`config.mk`:
```
export PLATFORM = sky130hd
export DESIGN_NAME = pu_decode
export DESIGN_NICKNAME = d
export VERILOG_FILES = /design/src/logic/pu_pkg.sv /design/src/logic/pu_decode.sv
export SDC_FILE = /design/constraint.sdc
export NUM_CORES = 1
export LEC_CHECK = 0
export BUFFER_PORTS_ARGS = -buffer_cell sky130_fd_sc_hd__buf_2
export CAP_MARGIN = 20
export CORE_ASPECT_RATIO = 0.7
export CORE_UTILIZATION = 41
export DETAILED_ROUTE_END_ITERATION = 10
export PLACE_DENSITY = 0.95
export SLEW_MARGIN = 40
export SYNTH_ARGS = -nofsm -noshare
export SYNTH_HDL_FRONTEND = slang
export SYNTH_SLANG_ARGS = --single-unit
export TNS_END_PERCENT = 10
```
`constraint.sdc`:
```
create_clock -name vclk -period 1.9
set_input_delay 0.095 -clock vclk [all_inputs]
set_output_delay 0.095 -clock vclk [all_outputs]
set_load 0.005 [all_outputs]
```
`src/logic/pu_pkg.sv`:
```
// Shared sizes, opcodes, FSM encodings and instruction types for the RV32I unit
// Every block that handles instruction fields or data words imports this package
package pu_pkg;

	// ========================================
	// Sizes
	// ========================================
	localparam int xlen        = 32;
	localparam int imem_depth  = 256; // Words
	localparam int imem_addr_w = 8;   // Word address bits

	// ========================================
	// Opcodes, instruction bits 6 to 2
	// ========================================
	localparam logic [4:0] op_r      = 5'b01100;
	localparam logic [4:0] op_imm    = 5'b00100;
	localparam logic [4:0] op_load   = 5'b00000;
	localparam logic [4:0] op_store  = 5'b01000;
	localparam logic [4:0] op_branch = 5'b11000;
	localparam logic [4:0] op_lui    = 5'b01101;
	localparam logic [4:0] op_auipc  = 5'b00101;
	localparam logic [4:0] op_jal    = 5'b11011;
	localparam logic [4:0] op_jalr   = 5'b11001;
	localparam logic [4:0] op_system = 5'b11100;
	localparam logic [4:0] op_atomic = 5'b01011;

	// Control FSM states
	localparam logic [2:0] st_idle    = 3'd0;
	localparam logic [2:0] st_fetch   = 3'd1;
	localparam logic [2:0] st_execute = 3'd2;
	localparam logic [2:0] st_mem_req = 3'd3;
	localparam logic [2:0] st_mem_rsp = 3'd4;
	localparam logic [2:0] st_done    = 3'd5;

	typedef struct packed {
		logic [4:0]      rs1;
		logic [4:0]      rs2;
		logic [4:0]      rd;
		logic [2:0]      funct3;      // ALU operation for branches
		logic [6:0]      funct7;
		logic [4:0]      funct5;      // Bit 3 selects sub or sra
		logic            aq;
		logic            rl;
		logic [xlen-1:0] imm;
		logic            op;
		logic            opi;
		logic            jalr;
		logic            jal;
		logic            branch;
		logic            lui;
		logic            auipc;
		logic            store;
		logic            load;
		logic            atomic;
		logic            end_program;
		logic            use_imm;
		logic            take_branch; // Branch when compare is zero
		logic            use_rs1;
		logic            use_rs2;
		logic            exception;
	} dec_type;

	typedef struct packed {
		logic [6:0] funct7;
		logic [4:0] rs2;
		logic [4:0] rs1;
		logic [2:0] funct3;
		logic [4:0] rd;
		logic [6:0] opcode;
	} r_view_t;

	typedef struct packed {
		logic [11:0] imm_hi12;
		logic [4:0]  rs1;
		logic [2:0]  funct3;
		logic [4:0]  rd;
		logic [6:0]  opcode;
	} i_view_t;

	typedef union packed {
		r_view_t r_view;
		i_view_t i_view;
	} inst_word_u;

endpackage
```
`src/logic/pu_decode.sv`:
```
// Combinational RV32I decoder
// Turns the fetched instruction word into the decoded command used by control and ALU
module pu_decode
	import pu_pkg::*;
(
	input  logic [xlen-1:0] inst,
	output dec_type         dec_cmd
);

	inst_word_u      iw;
	logic [4:0]      opcode;
	logic [xlen-1:0] imm_i;
	logic [xlen-1:0] imm_s;
	logic [xlen-1:0] imm_b;
	logic [xlen-1:0] imm_u;
	logic [xlen-1:0] imm_j;

	assign iw     = inst;
	assign opcode = iw.r_view.opcode[6:2];

	// ========================================
	// Immediate formats
	// ========================================
	assign imm_i = {{20{iw.i_view.imm_hi12[11]}}, iw.i_view.imm_hi12};
	assign imm_s = {{20{iw.i_view.imm_hi12[11]}}, iw.i_view.imm_hi12[11:5], iw.r_view.rd};
	assign imm_b = {{20{iw.r_view.funct7[6]}}, iw.r_view.rd[0], iw.r_view.funct7[5:0],
		iw.r_view.rd[4:1], 1'b0};
	assign imm_u = {inst[31:12], 12'b0};
	assign imm_j = {{12{inst[31]}}, inst[19:12], inst[20], inst[30:21], 1'b0};

	always_comb begin
		dec_cmd             = '0;
		dec_cmd.rs1         = iw.r_view.rs1;
		dec_cmd.rs2         = iw.r_view.rs2;
		dec_cmd.rd          = iw.r_view.rd;
		dec_cmd.funct3      = iw.r_view.funct3;
		dec_cmd.funct7      = iw.r_view.funct7;
		dec_cmd.funct5      = iw.r_view.funct7[6:2];
		dec_cmd.aq          = iw.r_view.funct7[1];
		dec_cmd.rl          = iw.r_view.funct7[0];
		dec_cmd.exception   = 1'b1; // Cleared by known opcodes
		if (iw.r_view.opcode[1:0] == 2'b11) begin
			case (opcode)
				op_r: begin
					dec_cmd.exception = 1'b0;
					dec_cmd.op        = 1'b1;
					dec_cmd.use_rs1   = 1'b1;
					dec_cmd.use_rs2   = 1'b1;
				end
				op_imm: begin
					dec_cmd.exception = 1'b0;
					dec_cmd.opi       = 1'b1;
					dec_cmd.use_imm   = 1'b1;
					dec_cmd.use_rs1   = 1'b1;
					if (iw.r_view.funct3 == 3'b001 || iw.r_view.funct3 == 3'b101) begin
						dec_cmd.imm = {27'b0, iw.r_view.rs2}; // Shift amount
					end else begin
						dec_cmd.imm    = imm_i;
						dec_cmd.funct5 = 5'b0;
					end
				end
				op_load: begin
					dec_cmd.exception = (iw.i_view.funct3 != 3'b010); // Word only
					dec_cmd.load      = 1'b1;
					dec_cmd.imm       = imm_i;
					dec_cmd.use_imm   = 1'b1;
					dec_cmd.use_rs1   = 1'b1;
					dec_cmd.funct5    = 5'b0;
				end
				op_store: begin
					dec_cmd.exception = (iw.i_view.funct3 != 3'b010);
					dec_cmd.store     = 1'b1;
					dec_cmd.imm       = imm_s;
					dec_cmd.use_imm   = 1'b1;
					dec_cmd.use_rs1   = 1'b1;
					dec_cmd.use_rs2   = 1'b1;
					dec_cmd.funct5    = 5'b0;
				end
				op_branch: begin
					dec_cmd.branch    = 1'b1;
					dec_cmd.imm       = imm_b;
					dec_cmd.use_rs1   = 1'b1;
					dec_cmd.use_rs2   = 1'b1;
					dec_cmd.exception = 1'b0;
					dec_cmd.funct5    = 5'b0;
					case (iw.r_view.funct3)
						3'b000: begin // beq
							dec_cmd.funct3      = 3'b000;
							dec_cmd.funct5      = 5'b01000;
							dec_cmd.take_branch = 1'b1;
						end
						3'b001: begin // bne
							dec_cmd.funct3 = 3'b000;
							dec_cmd.funct5 = 5'b01000;
						end
						3'b100: dec_cmd.funct3 = 3'b010; // blt
						3'b101: begin // bge
							dec_cmd.funct3      = 3'b010;
							dec_cmd.take_branch = 1'b1;
						end
						3'b110: dec_cmd.funct3 = 3'b011; // bltu
						3'b111: begin // bgeu
							dec_cmd.funct3      = 3'b011;
							dec_cmd.take_branch = 1'b1;
						end
						default: dec_cmd.exception = 1'b1;
					endcase
				end
				op_lui, op_auipc: begin
					dec_cmd.exception = 1'b0;
					dec_cmd.lui       = (opcode == op_lui);
					dec_cmd.auipc     = (opcode == op_auipc);
					dec_cmd.imm       = imm_u;
					dec_cmd.use_imm   = 1'b1;
					dec_cmd.funct3    = 3'b0;
					dec_cmd.funct5    = 5'b0;
				end
				op_jal: begin
					dec_cmd.exception = 1'b0;
					dec_cmd.jal       = 1'b1;
					dec_cmd.imm       = imm_j;
					dec_cmd.use_imm   = 1'b1;
					dec_cmd.funct3    = 3'b0;
					dec_cmd.funct5    = 5'b0;
				end
				op_jalr: begin
					dec_cmd.exception = 1'b0;
					dec_cmd.jalr      = 1'b1;
					dec_cmd.imm       = imm_i;
					dec_cmd.use_imm   = 1'b1;
					dec_cmd.use_rs1   = 1'b1;
					dec_cmd.funct5    = 5'b0;
				end
				op_atomic: begin
					dec_cmd.atomic  = 1'b1; // Fields kept, not executed
					dec_cmd.use_rs1 = 1'b1;
					dec_cmd.use_rs2 = 1'b1;
				end
				op_system: begin
					dec_cmd.exception   = 1'b0;
					dec_cmd.end_program = 1'b1;
				end
				default: dec_cmd.exception = 1'b1;
			endcase
		end
	end

endmodule

```
==> metrics.csv <==
metric;value;unit
Final Setup Violations;0;
Initial DRC Count;74;
sequential area share after synthesis;0;
worst setup path endpoint;dec_cmd[28];
DP Cell Count;301;
VDD IR-drop max;0.0834;mV
Die Y;45.9;um
Buf/Inv on CP;2;
share of cells above drive strength 1;0.461;
cell class contributing the biggest share of worst-path delay;compound AO/OA/AOI/OAI gates;
Slew @ Worst Pin;0.687;ns
Syn Area/Cell;5.97;um^2
Resize count post-CTS;0;
mapped cell area;0.00113;mm^2
initial antenna violation count;0;
Final GP Congestion;0.897;
CP Data Required Time;1.80;ns
crit path max fanout;19;
IO Count;112;
Synth Area in Adders;0;
ant diodes;0;
largest family of logic cells by synthesized area;simple AND/OR/NAND/NOR gates;
final hold vios;0;
Setup TNS;0;ns
mux contribution to synthesized area;0.0177;
Non-Filler Instances;301;
fin crit period;1.75;ns
Synth Area in XOR/XNOR;0;
utilization after layout;0.594;
synthesized instance count;189;
Setup WS pre-CTS;0.196;ns
dpl hpwl;3.00;mm
Pleak;0.801;nW
RSZ-0062 raised after global routing;false;
Worst slew margin;0.540;
Initial DRT Pass Iterations;4;
wire per inst;12.4;um
crit start category;input pin;
largest net degree at the start of global routing;20;
Max Cap Viol;0;
DR DRC count;0;
Mapped Nets;221;
CP startpoint;inst[6];
post-route ant nets;0;
Synth Area in Compound Gates;0.316;
number of cells on the critical path;6;
Post-Synth Simple-Gate Area;0.426;
CP arrival;1.66;ns
Die W;64.7;um
area grow syn2layout;33.4;%
hold_buf cts;0;
starting density of the core;0.445;
fmax;0.571;GHz
clkbuf count;0;
vias per inst;5.30;
Slew Limit Fails;0;
area fraction of the dominant cell type after synthesis;0.160;
final worst slack;0.149;ns
total wire length;3.72;mm
global-route wire length before repair;5.58;mm
die area;0.00297;mm^2
Power Total;233;uW
CP dominant cell by count;buf_2;
sequential cell area;0;um^2
vias in the first global route;1192;
Setup CP Type;input pin to output port;
power per standard cell area;154;mW/mm^2
CP peak stage delay;0.54;ns
Post-CTS Setup Inserts;0;
min-delay worst type;input pin to output port;
num sequential;0;
CP Capture Type;output port;
outcome;complete, no violations;
Synth area leaders;buf_4, a21oi_1, nand2_1;
GR Overflow Total;0;
Synth cell types;41;
Core ar.;0.00253;mm^2
CP Cell Sequence;buf_2 > or3_1 > nor4b_4 > a31oi_1 > a21oi_1 > buf_2;
Critical-path top delay cell;a31oi_1;
Vias;1595;
Port Buffers;112;
period utilization;0.922;
row cnt;15;
YS warnings;0;
Global Route Usage Sum;0.235;
Filler Cells Inserted;238;
Final nets;301;
Yosys top cell by area;buf_4;
-- kinds of logic (layout without fill, tap and decap cells) --
logic type / Yosys count / in the layout
AND/OR/NAND/NOR: 91 / 91
AO/OA/AOI/OAI: 55 / 55
multiplexers: 2 / 2
buffers and inverters: 41 / 119
-- layer usage --
layer  wire [um]  vias up  global-route usage
met1        1770      693               0.358
met2        1580      100               0.379
met3         363        0             0.00500
met4           0        0              0.0178
li1            -      802                   -
met5           0        -                   0
-- stage by stage --
stage          instance area (um^2)  hold WS (ns)
6_report                       1510         0.370
5_1_grt                        1510         0.376
4_1_cts                        1510         0.372
3_5_place_dp                   1510         0.372
3_3_place_gp                   1510         0.369
2_1_floorplan                  1130         0.271
-- cell usage in the layout (no fill, tap or decap), drive strengths merged, types with 5 or more instances in the layout --
master	count
nand2	29
nand3	6
and3	5
buf	117
nor3	7
o21ai	6
and2	14
nor2	14
a22o	5
a21oi	28
-- how the worst min path moves through the flow --
stage	start	endpoint	slack, ns	depth (start not counted)
CTS	inst[10]	dec_cmd[68]	0.37	2
global placement	inst[16]	dec_cmd[76]	0.37	2
finish	inst[8]	dec_cmd[66]	0.37	2
detailed placement	inst[16]	dec_cmd[76]	0.37	2
floorplan	inst[25]	dec_cmd[48]	0.27	1
global route	inst[10]	dec_cmd[68]	0.38	2
-- cell usage after synthesis --
cell,n
a21boi_2,1
a21o_1,2
a21bo_2,1
a311o_1,1
nor2_1,14
o21ai_1,1
inv_1,2
nor3_1,7
nor4b_1,1
nand3_1,6
nand4b_1,2
and3_1,5
nor3b_1,2
o21ai_0,5
or3b_1,1
nand3b_1,1
and2_1,14
buf_1,1
o22ai_1,1
o21a_1,1
o2bb2ai_1,2
a21oi_1,25
or3_1,1
buf_6,3
buf_2,4
o211ai_1,1
o2bb2a_1,1
buf_4,24
a31oi_1,3
or2_1,1
clkbuf_1,7
a21oi_2,3
o2111ai_1,1
or4b_1,1
mux2i_1,2
nor4b_4,1
a221oi_1,1
a22o_1,5
nand2_1,29
nand2b_1,3
nor2b_1,2
-- final cells by class --
type	instances	area, um^2	area share
Timing Repair Buffer	117	598	0.397
Tap cell	34	42.5	0.0283
Multi-Input combinational cell	148	857	0.569
Inverter	2	7.51	0.00499
-- report_power, final --
group / internal [mW] / switching [mW] / total (mW) / leakage, nW
Combinational: 0.0999 / 0.133 / 0.233 / 0.801
Clock: 0 / 0 / 0 / 0
Sequential: 0 / 0 / 0 / 0
Total: 0.0999 / 0.133 / 0.233 / 0.801
Power figures use the tool's default switching activity.
