$ cat config.mk
export PLATFORM = sky130hd
export DESIGN_NAME = pu_control_flat
export DESIGN_NICKNAME = d
export VERILOG_FILES = /design/src/logic/pu_pkg.sv /design/src/logic/pu_regfile_if.sv /design/src/logic/pu_control.sv /design/src/flat_wrapper.sv
export SDC_FILE = /design/constraint.sdc
export NUM_CORES = 1
export LEC_CHECK = 0
export ABC_AREA = 1
export BUFFER_PORTS_ARGS = -buffer_cell sky130_fd_sc_hd__buf_2
export CAP_MARGIN = 20
export CORE_AREA = 4 4 168 170
export DETAILED_ROUTE_END_ITERATION = 8
export DIE_AREA = 0 0 172 174
export PLACE_DENSITY_LB_ADDON = 0.1
export SLEW_MARGIN = 10
export SYNTH_ARGS = -nofsm -noshare
export SYNTH_HDL_FRONTEND = slang
export SYNTH_SLANG_ARGS = --single-unit
$ cat constraint.sdc
create_clock -name clk -period 7.4 [get_ports clk]
set_input_delay 0 -clock clk [delete_from_list [all_inputs] [get_ports clk]]
set_output_delay 0 -clock clk [all_outputs]
set_load 0.01 [all_outputs]
$ cat src/logic/pu_pkg.sv
// Shared sizes, opcodes, FSM encodings and instruction types for the RV32I unit
// Every block that handles instruction fields or data words imports this package
package pu_pkg;

	// ========================================
	// Sizes
	// ========================================
	localparam int xlen        = 32;
	localparam int imem_depth  = 256; // Words
	localparam int imem_addr_w = 8;   // Word address bits

	// ========================================
	// Opcodes, instruction bits 6 to 2
	// ========================================
	localparam logic [4:0] op_r      = 5'b01100;
	localparam logic [4:0] op_imm    = 5'b00100;
	localparam logic [4:0] op_load   = 5'b00000;
	localparam logic [4:0] op_store  = 5'b01000;
	localparam logic [4:0] op_branch = 5'b11000;
	localparam logic [4:0] op_lui    = 5'b01101;
	localparam logic [4:0] op_auipc  = 5'b00101;
	localparam logic [4:0] op_jal    = 5'b11011;
	localparam logic [4:0] op_jalr   = 5'b11001;
	localparam logic [4:0] op_system = 5'b11100;
	localparam logic [4:0] op_atomic = 5'b01011;

	// Control FSM states
	localparam logic [2:0] st_idle    = 3'd0;
	localparam logic [2:0] st_fetch   = 3'd1;
	localparam logic [2:0] st_execute = 3'd2;
	localparam logic [2:0] st_mem_req = 3'd3;
	localparam logic [2:0] st_mem_rsp = 3'd4;
	localparam logic [2:0] st_done    = 3'd5;

	typedef struct packed {
		logic [4:0]      rs1;
		logic [4:0]      rs2;
		logic [4:0]      rd;
		logic [2:0]      funct3;      // ALU operation for branches
		logic [6:0]      funct7;
		logic [4:0]      funct5;      // Bit 3 selects sub or sra
		logic            aq;
		logic            rl;
		logic [xlen-1:0] imm;
		logic            op;
		logic            opi;
		logic            jalr;
		logic            jal;
		logic            branch;
		logic            lui;
		logic            auipc;
		logic            store;
		logic            load;
		logic            atomic;
		logic            end_program;
		logic            use_imm;
		logic            take_branch; // Branch when compare is zero
		logic            use_rs1;
		logic            use_rs2;
		logic            exception;
	} dec_type;

	typedef struct packed {
		logic [6:0] funct7;
		logic [4:0] rs2;
		logic [4:0] rs1;
		logic [2:0] funct3;
		logic [4:0] rd;
		logic [6:0] opcode;
	} r_view_t;

	typedef struct packed {
		logic [11:0] imm_hi12;
		logic [4:0]  rs1;
		logic [2:0]  funct3;
		logic [4:0]  rd;
		logic [6:0]  opcode;
	} i_view_t;

	typedef union packed {
		r_view_t r_view;
		i_view_t i_view;
	} inst_word_u;

endpackage
$ cat src/logic/pu_regfile_if.sv
// Register file access bundle: two read ports and one write port
// The control side drives addresses and write data, the register file returns read data
interface pu_regfile_if
	import pu_pkg::*;
();

	logic [4:0]      rs1_addr;
	logic [4:0]      rs2_addr;
	logic [xlen-1:0] rs1_data;
	logic [xlen-1:0] rs2_data;
	logic [4:0]      rd_addr;
	logic [xlen-1:0] rd_data;
	logic            rd_we;

	modport ctrl (output rs1_addr, rs2_addr, rd_addr, rd_data, rd_we,
		input rs1_data, rs2_data);

	modport rf (input rs1_addr, rs2_addr, rd_addr, rd_data, rd_we,
		output rs1_data, rs2_data);

endinterface

$ cat src/logic/pu_control.sv
// Control FSM of the processing unit
// Holds the PC, steps each instruction through fetch, execute and memory phases,
// picks ALU operands and writeback data and runs the data memory handshake
module pu_control
	import pu_pkg::*;
(
	input  logic                   clk,
	input  logic                   reset,
	input  logic                   start,
	output logic                   busy,
	output logic                   done,
	output logic                   error,
	output logic                   load_ready,
	output logic [imem_addr_w-1:0] fetch_addr,
	input  logic [xlen-1:0]        fetch_data,
	input  dec_type                dec_cmd,
	pu_regfile_if.ctrl             rf,
	output logic [xlen-1:0]        alu_a,
	output logic [xlen-1:0]        alu_b,
	input  logic [xlen-1:0]        alu_result,
	input  logic                   branch_taken,
	output logic                   mem_req_valid,
	input  logic                   mem_req_ready,
	output logic                   mem_req_write,
	output logic [xlen-1:0]        mem_req_addr,
	output logic [xlen-1:0]        mem_req_wdata,
	input  logic                   mem_rsp_valid,
	input  logic [xlen-1:0]        mem_rsp_rdata
);

	logic [2:0]      state;
	logic [2:0]      state_next;
	logic [xlen-1:0] pc;
	logic [xlen-1:0] pc_plus4;
	logic [xlen-1:0] pc_next;
	logic            wb_class;
	logic            idle;
	inst_word_u      inst_reg; // Keeps rd of a load across the memory phases

	assign idle       = (state == st_idle) || (state == st_done);
	assign busy       = !idle;
	assign done       = (state == st_done);
	assign load_ready = idle;
	assign fetch_addr = pc[imem_addr_w+1:2];
	assign pc_plus4   = pc + xlen'(4);
	assign wb_class   = dec_cmd.op || dec_cmd.opi || dec_cmd.lui || dec_cmd.auipc ||
		dec_cmd.jal || dec_cmd.jalr;

	// ========================================
	// Operands, next PC and writeback
	// ========================================
	assign rf.rs1_addr = dec_cmd.use_rs1 ? dec_cmd.rs1 : 5'd0;
	assign rf.rs2_addr = dec_cmd.use_rs2 ? dec_cmd.rs2 : 5'd0;
	assign alu_a = dec_cmd.lui ? '0 : ((dec_cmd.auipc || dec_cmd.jal) ? pc : rf.rs1_data);
	assign alu_b = dec_cmd.use_imm ? dec_cmd.imm : rf.rs2_data;

	always_comb begin
		if (dec_cmd.jal) pc_next = alu_result;
		else if (dec_cmd.jalr) pc_next = {alu_result[xlen-1:1], 1'b0};
		else if (branch_taken) pc_next = pc + dec_cmd.imm;
		else pc_next = pc_plus4;
	end

	always_comb begin
		rf.rd_addr = dec_cmd.rd;
		rf.rd_data = (dec_cmd.jal || dec_cmd.jalr) ? pc_plus4 : alu_result; // Link value
		rf.rd_we   = (state == st_execute) && wb_class && !dec_cmd.exception;
		if (state == st_mem_rsp) begin
			rf.rd_addr = inst_reg.r_view.rd;
			rf.rd_data = mem_rsp_rdata;
			rf.rd_we   = mem_rsp_valid;
		end
	end

	// ========================================
	// FSM
	// ========================================
	always_comb begin
		state_next = state;
		case (state)
			st_idle, st_done: if (start) state_next = st_fetch;
			st_fetch:         state_next = st_execute;
			st_execute: begin
				if (dec_cmd.exception || dec_cmd.end_program) state_next = st_done;
				else if (dec_cmd.load || dec_cmd.store) state_next = st_mem_req;
				else state_next = st_fetch;
			end
			st_mem_req: begin
				if (mem_req_ready) state_next = mem_req_write ? st_fetch : st_mem_rsp;
			end
			st_mem_rsp: if (mem_rsp_valid) state_next = st_fetch;
			default:    state_next = st_idle;
		endcase
	end

	always_ff @(posedge clk) begin
		if (reset) begin
			state         <= st_idle;
			pc            <= '0;
			error         <= 1'b0;
			mem_req_valid <= 1'b0;
		end else begin
			state <= state_next;
			case (state)
				st_idle, st_done: begin
					if (start) begin // New run from address 0
						pc    <= '0;
						error <= 1'b0;
					end
				end
				st_execute: begin
					if (dec_cmd.exception) begin
						error <= 1'b1;
					end else if (!dec_cmd.end_program) begin
						pc            <= pc_next;
						mem_req_valid <= dec_cmd.load || dec_cmd.store;
					end
				end
				st_mem_req: if (mem_req_ready) mem_req_valid <= 1'b0;
				default: ;
			endcase
		end
	end

	// Request payload, captured when the instruction executes
	always_ff @(posedge clk) begin
		if (state == st_execute) begin
			inst_reg      <= fetch_data;
			mem_req_write <= dec_cmd.store;
			mem_req_addr  <= alu_result;
			mem_req_wdata <= rf.rs2_data;
		end
	end

	a_req_hold: assert property (@(posedge clk) disable iff (reset)
		mem_req_valid && !mem_req_ready |=>
		mem_req_valid && $stable({mem_req_write, mem_req_addr, mem_req_wdata}))
		else $error("data memory request dropped or changed before ready");

	// PC returns to 0 while running only through a jump or taken branch
	a_start_ignored: assert property (@(posedge clk) disable iff (reset)
		start && busy |=> !(pc == '0 && $past(pc) != '0 &&
		!$past(dec_cmd.jal || dec_cmd.jalr || branch_taken)))
		else $error("start disturbed a running program");

endmodule

$ cat src/flat_wrapper.sv
// flat-port wrapper written by rule: the top's interface ports become plain ports
module pu_control_flat import pu_pkg::*;
  (clk, reset, start, busy, done, error, load_ready, fetch_addr, fetch_data, dec_cmd, alu_a, alu_b, alu_result, branch_taken, mem_req_valid, mem_req_ready, mem_req_write, mem_req_addr, mem_req_wdata, mem_rsp_valid, mem_rsp_rdata, rf_rs1_addr, rf_rs2_addr, rf_rd_addr, rf_rd_data, rf_rd_we, rf_rs1_data, rf_rs2_data);
  pu_regfile_if rf_i ();
  input  logic clk;
  input  logic reset;
  input  logic start;
  output logic busy;
  output logic done;
  output logic error;
  output logic load_ready;
  output logic [imem_addr_w-1:0] fetch_addr;
  input  logic [xlen-1:0] fetch_data;
  input  dec_type dec_cmd;
  output logic [xlen-1:0] alu_a;
  output logic [xlen-1:0] alu_b;
  input  logic [xlen-1:0] alu_result;
  input  logic branch_taken;
  output logic mem_req_valid;
  input  logic mem_req_ready;
  output logic mem_req_write;
  output logic [xlen-1:0] mem_req_addr;
  output logic [xlen-1:0] mem_req_wdata;
  input  logic mem_rsp_valid;
  input  logic [xlen-1:0] mem_rsp_rdata;
  output wire logic [$bits(rf_i.rs1_addr)-1:0] rf_rs1_addr;
  output wire logic [$bits(rf_i.rs2_addr)-1:0] rf_rs2_addr;
  output wire logic [$bits(rf_i.rd_addr)-1:0] rf_rd_addr;
  output wire logic [$bits(rf_i.rd_data)-1:0] rf_rd_data;
  output wire logic [$bits(rf_i.rd_we)-1:0] rf_rd_we;
  input wire logic [$bits(rf_i.rs1_data)-1:0] rf_rs1_data;
  input wire logic [$bits(rf_i.rs2_data)-1:0] rf_rs2_data;
  assign rf_rs1_addr = rf_i.rs1_addr;
  assign rf_rs2_addr = rf_i.rs2_addr;
  assign rf_rd_addr = rf_i.rd_addr;
  assign rf_rd_data = rf_i.rd_data;
  assign rf_rd_we = rf_i.rd_we;
  assign rf_i.rs1_data = rf_rs1_data;
  assign rf_i.rs2_data = rf_rs2_data;
  pu_control u_core (.clk(clk), .reset(reset), .start(start), .busy(busy), .done(done), .error(error), .load_ready(load_ready), .fetch_addr(fetch_addr), .fetch_data(fetch_data), .dec_cmd(dec_cmd), .rf(rf_i), .alu_a(alu_a), .alu_b(alu_b), .alu_result(alu_result), .branch_taken(branch_taken), .mem_req_valid(mem_req_valid), .mem_req_ready(mem_req_ready), .mem_req_write(mem_req_write), .mem_req_addr(mem_req_addr), .mem_req_wdata(mem_req_wdata), .mem_rsp_valid(mem_rsp_valid), .mem_rsp_rdata(mem_rsp_rdata));
endmodule
==> impl_metrics.json <==
{
  "clock_latency_ns": 0.37,
  "cts_buffer_depth": 2,
  "syn2layout_area_growth_pct": 37.2,
  "grt_pass1_vias": 9816,
  "ff2ff_setup_slack_ns": 4.72,
  "cts.sinks": 107,
  "grtUsageTotal_pct": 23.1,
  "run_status": "finished clean",
  "cap_violations": 0,
  "synth_top_area_share_pct": 24.2,
  "hold_end": "u_core.mem_req_valid$_SDFFE_PP0P_",
  "fmax_mhz": 343,
  "drtPass1Iterations": 5,
  "fin_cells": 2073,
  "rsz0062_at_grt": "false",
  "dr_total_vias": 10200,
  "worstReg2RegEnd": "u_core.pc[28]$_SDFFE_PP0P_",
  "ys_seq_elements": 107,
  "crit_type": "reg -> out",
  "cts_hold_buffers": 73,
  "crit_fanout": 7,
  "grt_pass1_wl_um": 54000,
  "min_period_ns": 2.92,
  "r2r_start": "u_core.pc[3]$_SDFFE_PP0P_",
  "drv_slew": 0,
  "rr_worst_depth": 10,
  "synth_flop_cell": "edfxtp_1",
  "whs_path_depth": 4,
  "ys_seq_area_share_pct": 32.7,
  "p_leak_uw": 0.00582,
  "yosys_warnings": 0,
  "gp_congestion": 0.961,
  "hold_viol": 0,
  "yosys.area.top_type": "edfxtp_1",
  "crit_required_ns": 7.40,
  "die_width_um": 172,
  "n_antenna_cell": 0,
  "grt_max_degree": 79,
  "fill_cells": 2840,
  "post-dp-hpwl_um": 28800,
  "synthCells": 1298,
  "syn_area_per_cell_um2": 6.70,
  "start_util_pct": 32.5,
  "hold_path_startpoint": "dec_cmd[5]",
  "top_regs": "u_core.mem_req_addr x32, u_core.mem_req_wdata x32, u_core.pc x32",
  "place_ws_ns": 4.51,
  "power_density_nw_per_um2": 180,
  "ys_async_sr_fraction_pct": 0,
  "num_rows": 60,
  "wl_um": 35900,
  "worst_pin_slew_ns": 1.05,
  "setup_viol": 0,
  "synthesis.nets": 1577,
  "critical_path.endpoint_type": "primary output",
  "start_kind": "flop",
  "cts_buffers": 9,
  "path_cells": "ha_1 -> inv_1 -> nor4_1 -> nand3_1 -> a21oi_1 -> o21ai_0 -> buf_2",
  "nets": 2006,
  "crit_buf_inv": 2,
  "ctsResizeCount": 0,
  "synth_area_um2": 8690,
  "remaining_drc_errors": 0,
  "hp-class": "in -> reg",
  "dieArea_um2": 29900,
  "clk_pin_slew_worst_paths_ns": 0.09,
  "antenna_found_initial": 1,
  "synth.area.top_cells": "edfxtp_1 24%, nand2_1 18%, dfxtp_1 8.5%",
  "cts_max_level": 3,
  "fin_worst_skew_ns": 0.0215,
  "finalCritPeriodShare_pct": 39.4,
  "setup_ws_ns": 4.48,
  "via_per_inst": 4.93,
  "io_buffers": 388,
  "ioPinCount": 436,
  "fp.coreArea_um2": 26700,
  "cp.arrival_ns": 2.92,
  "post_cts_buffers": 0,
  "peakVddDrop_v": 0.000171,
  "dp_cells": 1983,
  "detail-route-antenna-nets": 0,
  "drive_above_1_share_pct": 27.6,
  "synth-edff-count": 70,
  "root_buffer": "clkbuf_16",
  "critPathTopFamily": "simple AND/OR/NAND/NOR gates",
  "cpMaxStageDelayCell": "nor4_1",
  "overflow": 0,
  "tns_ns": 0,
  "die_h_um": 174,
  "drt_iter0_drc": 608,
  "yosysUniqueCellTypes": 47,
  "max_stage_delay_ns": 0.90,
  "wl_per_cell_um": 17.3,
  "relSlewSlack_pct": 29.4,
  "cts_tree": "built"
}
[kinds of logic (layout without fill, tap and decap cells)]
| kind of cell | after synthesis | in the layout | synth area share, % |
|---|---|---|---|
| AO/OA/AOI/OAI | 245 | 245 | 15.2 |
| XOR/XNOR | 19 | 19 | 1.91 |
| adder cells (fa/ha/maj) | 33 | 33 | 4.84 |
| buffers and inverters | 208 | 642 | 9.69 |
| flip-flops | 107 | 107 | 32.7 |
| multiplexers | 31 | 31 | 4.02 |
| AND/OR/NAND/NOR | 655 | 655 | 31.7 |
[layout make-up]
cell class              instances  area [µm²]  area share [%]
clock buffers                   9         225            1.89
inverters                     155         582            4.88
well taps                     341         427            3.58
flip-flops and latches        107        2840            23.8
repair buffers                471        2750            23.0
clock inverters                 7        92.6           0.776
multi-input cells             983        5010            42.0
[cells in the mapped netlist, types with 3 or more instances]
master,n
a21oi_1,110
a31oi_1,4
buf_1,3
buf_2,7
buf_4,8
buf_6,3
clkbuf_1,32
dfxtp_1,37
edfxtp_1,70
ha_1,32
inv_1,148
inv_2,5
mux2_2,31
nand2_1,425
nand3_1,77
nand3b_1,4
nand4_1,9
nor2_1,89
nor2_2,4
nor3_1,15
nor3b_1,4
nor4_1,3
o211ai_1,19
o21ai_0,92
o21ai_1,5
o21bai_1,6
or2_2,14
xor2_1,18
[layout by cell type, fill, tap and decap left out, types with 15 or more instances in the layout]
cell type and n:
nand2_1 425, buf_2 388, inv_1 148, a21oi_1 110, o21ai_0 92, nor2_1 89
nand3_1 77, dlygate4sd3_1 73, edfxtp_1 70, dfxtp_1 37, ha_1 32, mux2_2 31
o211ai_1 19, xor2_1 18, nor3_1 15
[stage by stage]
stage / hold slack [ns] / utilization [%] / area [µm²] / power [µW]
floorplan: 0.0891 / - / 8690 / 1280
global placement: 0.178 / 40.7 / 10900 / 1590
detailed placement: 0.179 / 40.7 / 10900 / 1600
CTS: 0.0180 / 44.6 / 11900 / 2170
global route: 0.0845 / 44.6 / 11900 / 2280
finish: 0.0355 / 44.6 / 11900 / 2140
[worst reg2reg max path, delay by kind of cell, from the launching register on]
family,cells,cell delay (ns)
AND/OR/NAND/NOR,6,1.47
flip-flops,1,0.58
adder cells (fa/ha/maj),1,0.30
buffers and inverters,2,0.14
AO/OA/AOI/OAI,1,0.06
[per-layer routing]
| metal | wire [µm] | global-route usage [%] | part of all wire [%] |
|---|---|---|---|
| met2 | 17800 | 40.9 | 50 |
| met3 | 2520 | 3.57 | 7.0 |
| met4 | 753 | 6.22 | 2.1 |
| met5 | 12 | 0 | 0.033 |
| met1 | 14800 | 29.0 | 41 |
[power breakdown]
part | leakage [µW] | switching [µW] | internal, µW
Sequential | 0.000937 | 39.0 | 731
Clock | 0.000155 | 263 | 273
Combinational | 0.00473 | 536 | 300
[worst max path at each step]
stage,from,to,slack [ns],cells after the start
floorplan,u_core.state[1]$_SDFFE_PP0P_,u_core.pc[1]$_SDFFE_PP0P_,4.08,8
global placement,dec_cmd[12],u_core.pc[1]$_SDFFE_PP0P_,4.56,11
detailed placement,dec_cmd[12],u_core.pc[1]$_SDFFE_PP0P_,4.51,11
CTS,u_core.pc[3]$_SDFFE_PP0P_,rf_rd_data[28],4.53,7
global route,u_core.pc[3]$_SDFFE_PP0P_,rf_rd_data[28],4.22,7
finish,u_core.pc[3]$_SDFFE_PP0P_,rf_rd_data[28],4.48,7
Note: power is estimated with default switching activity, not from simulation.
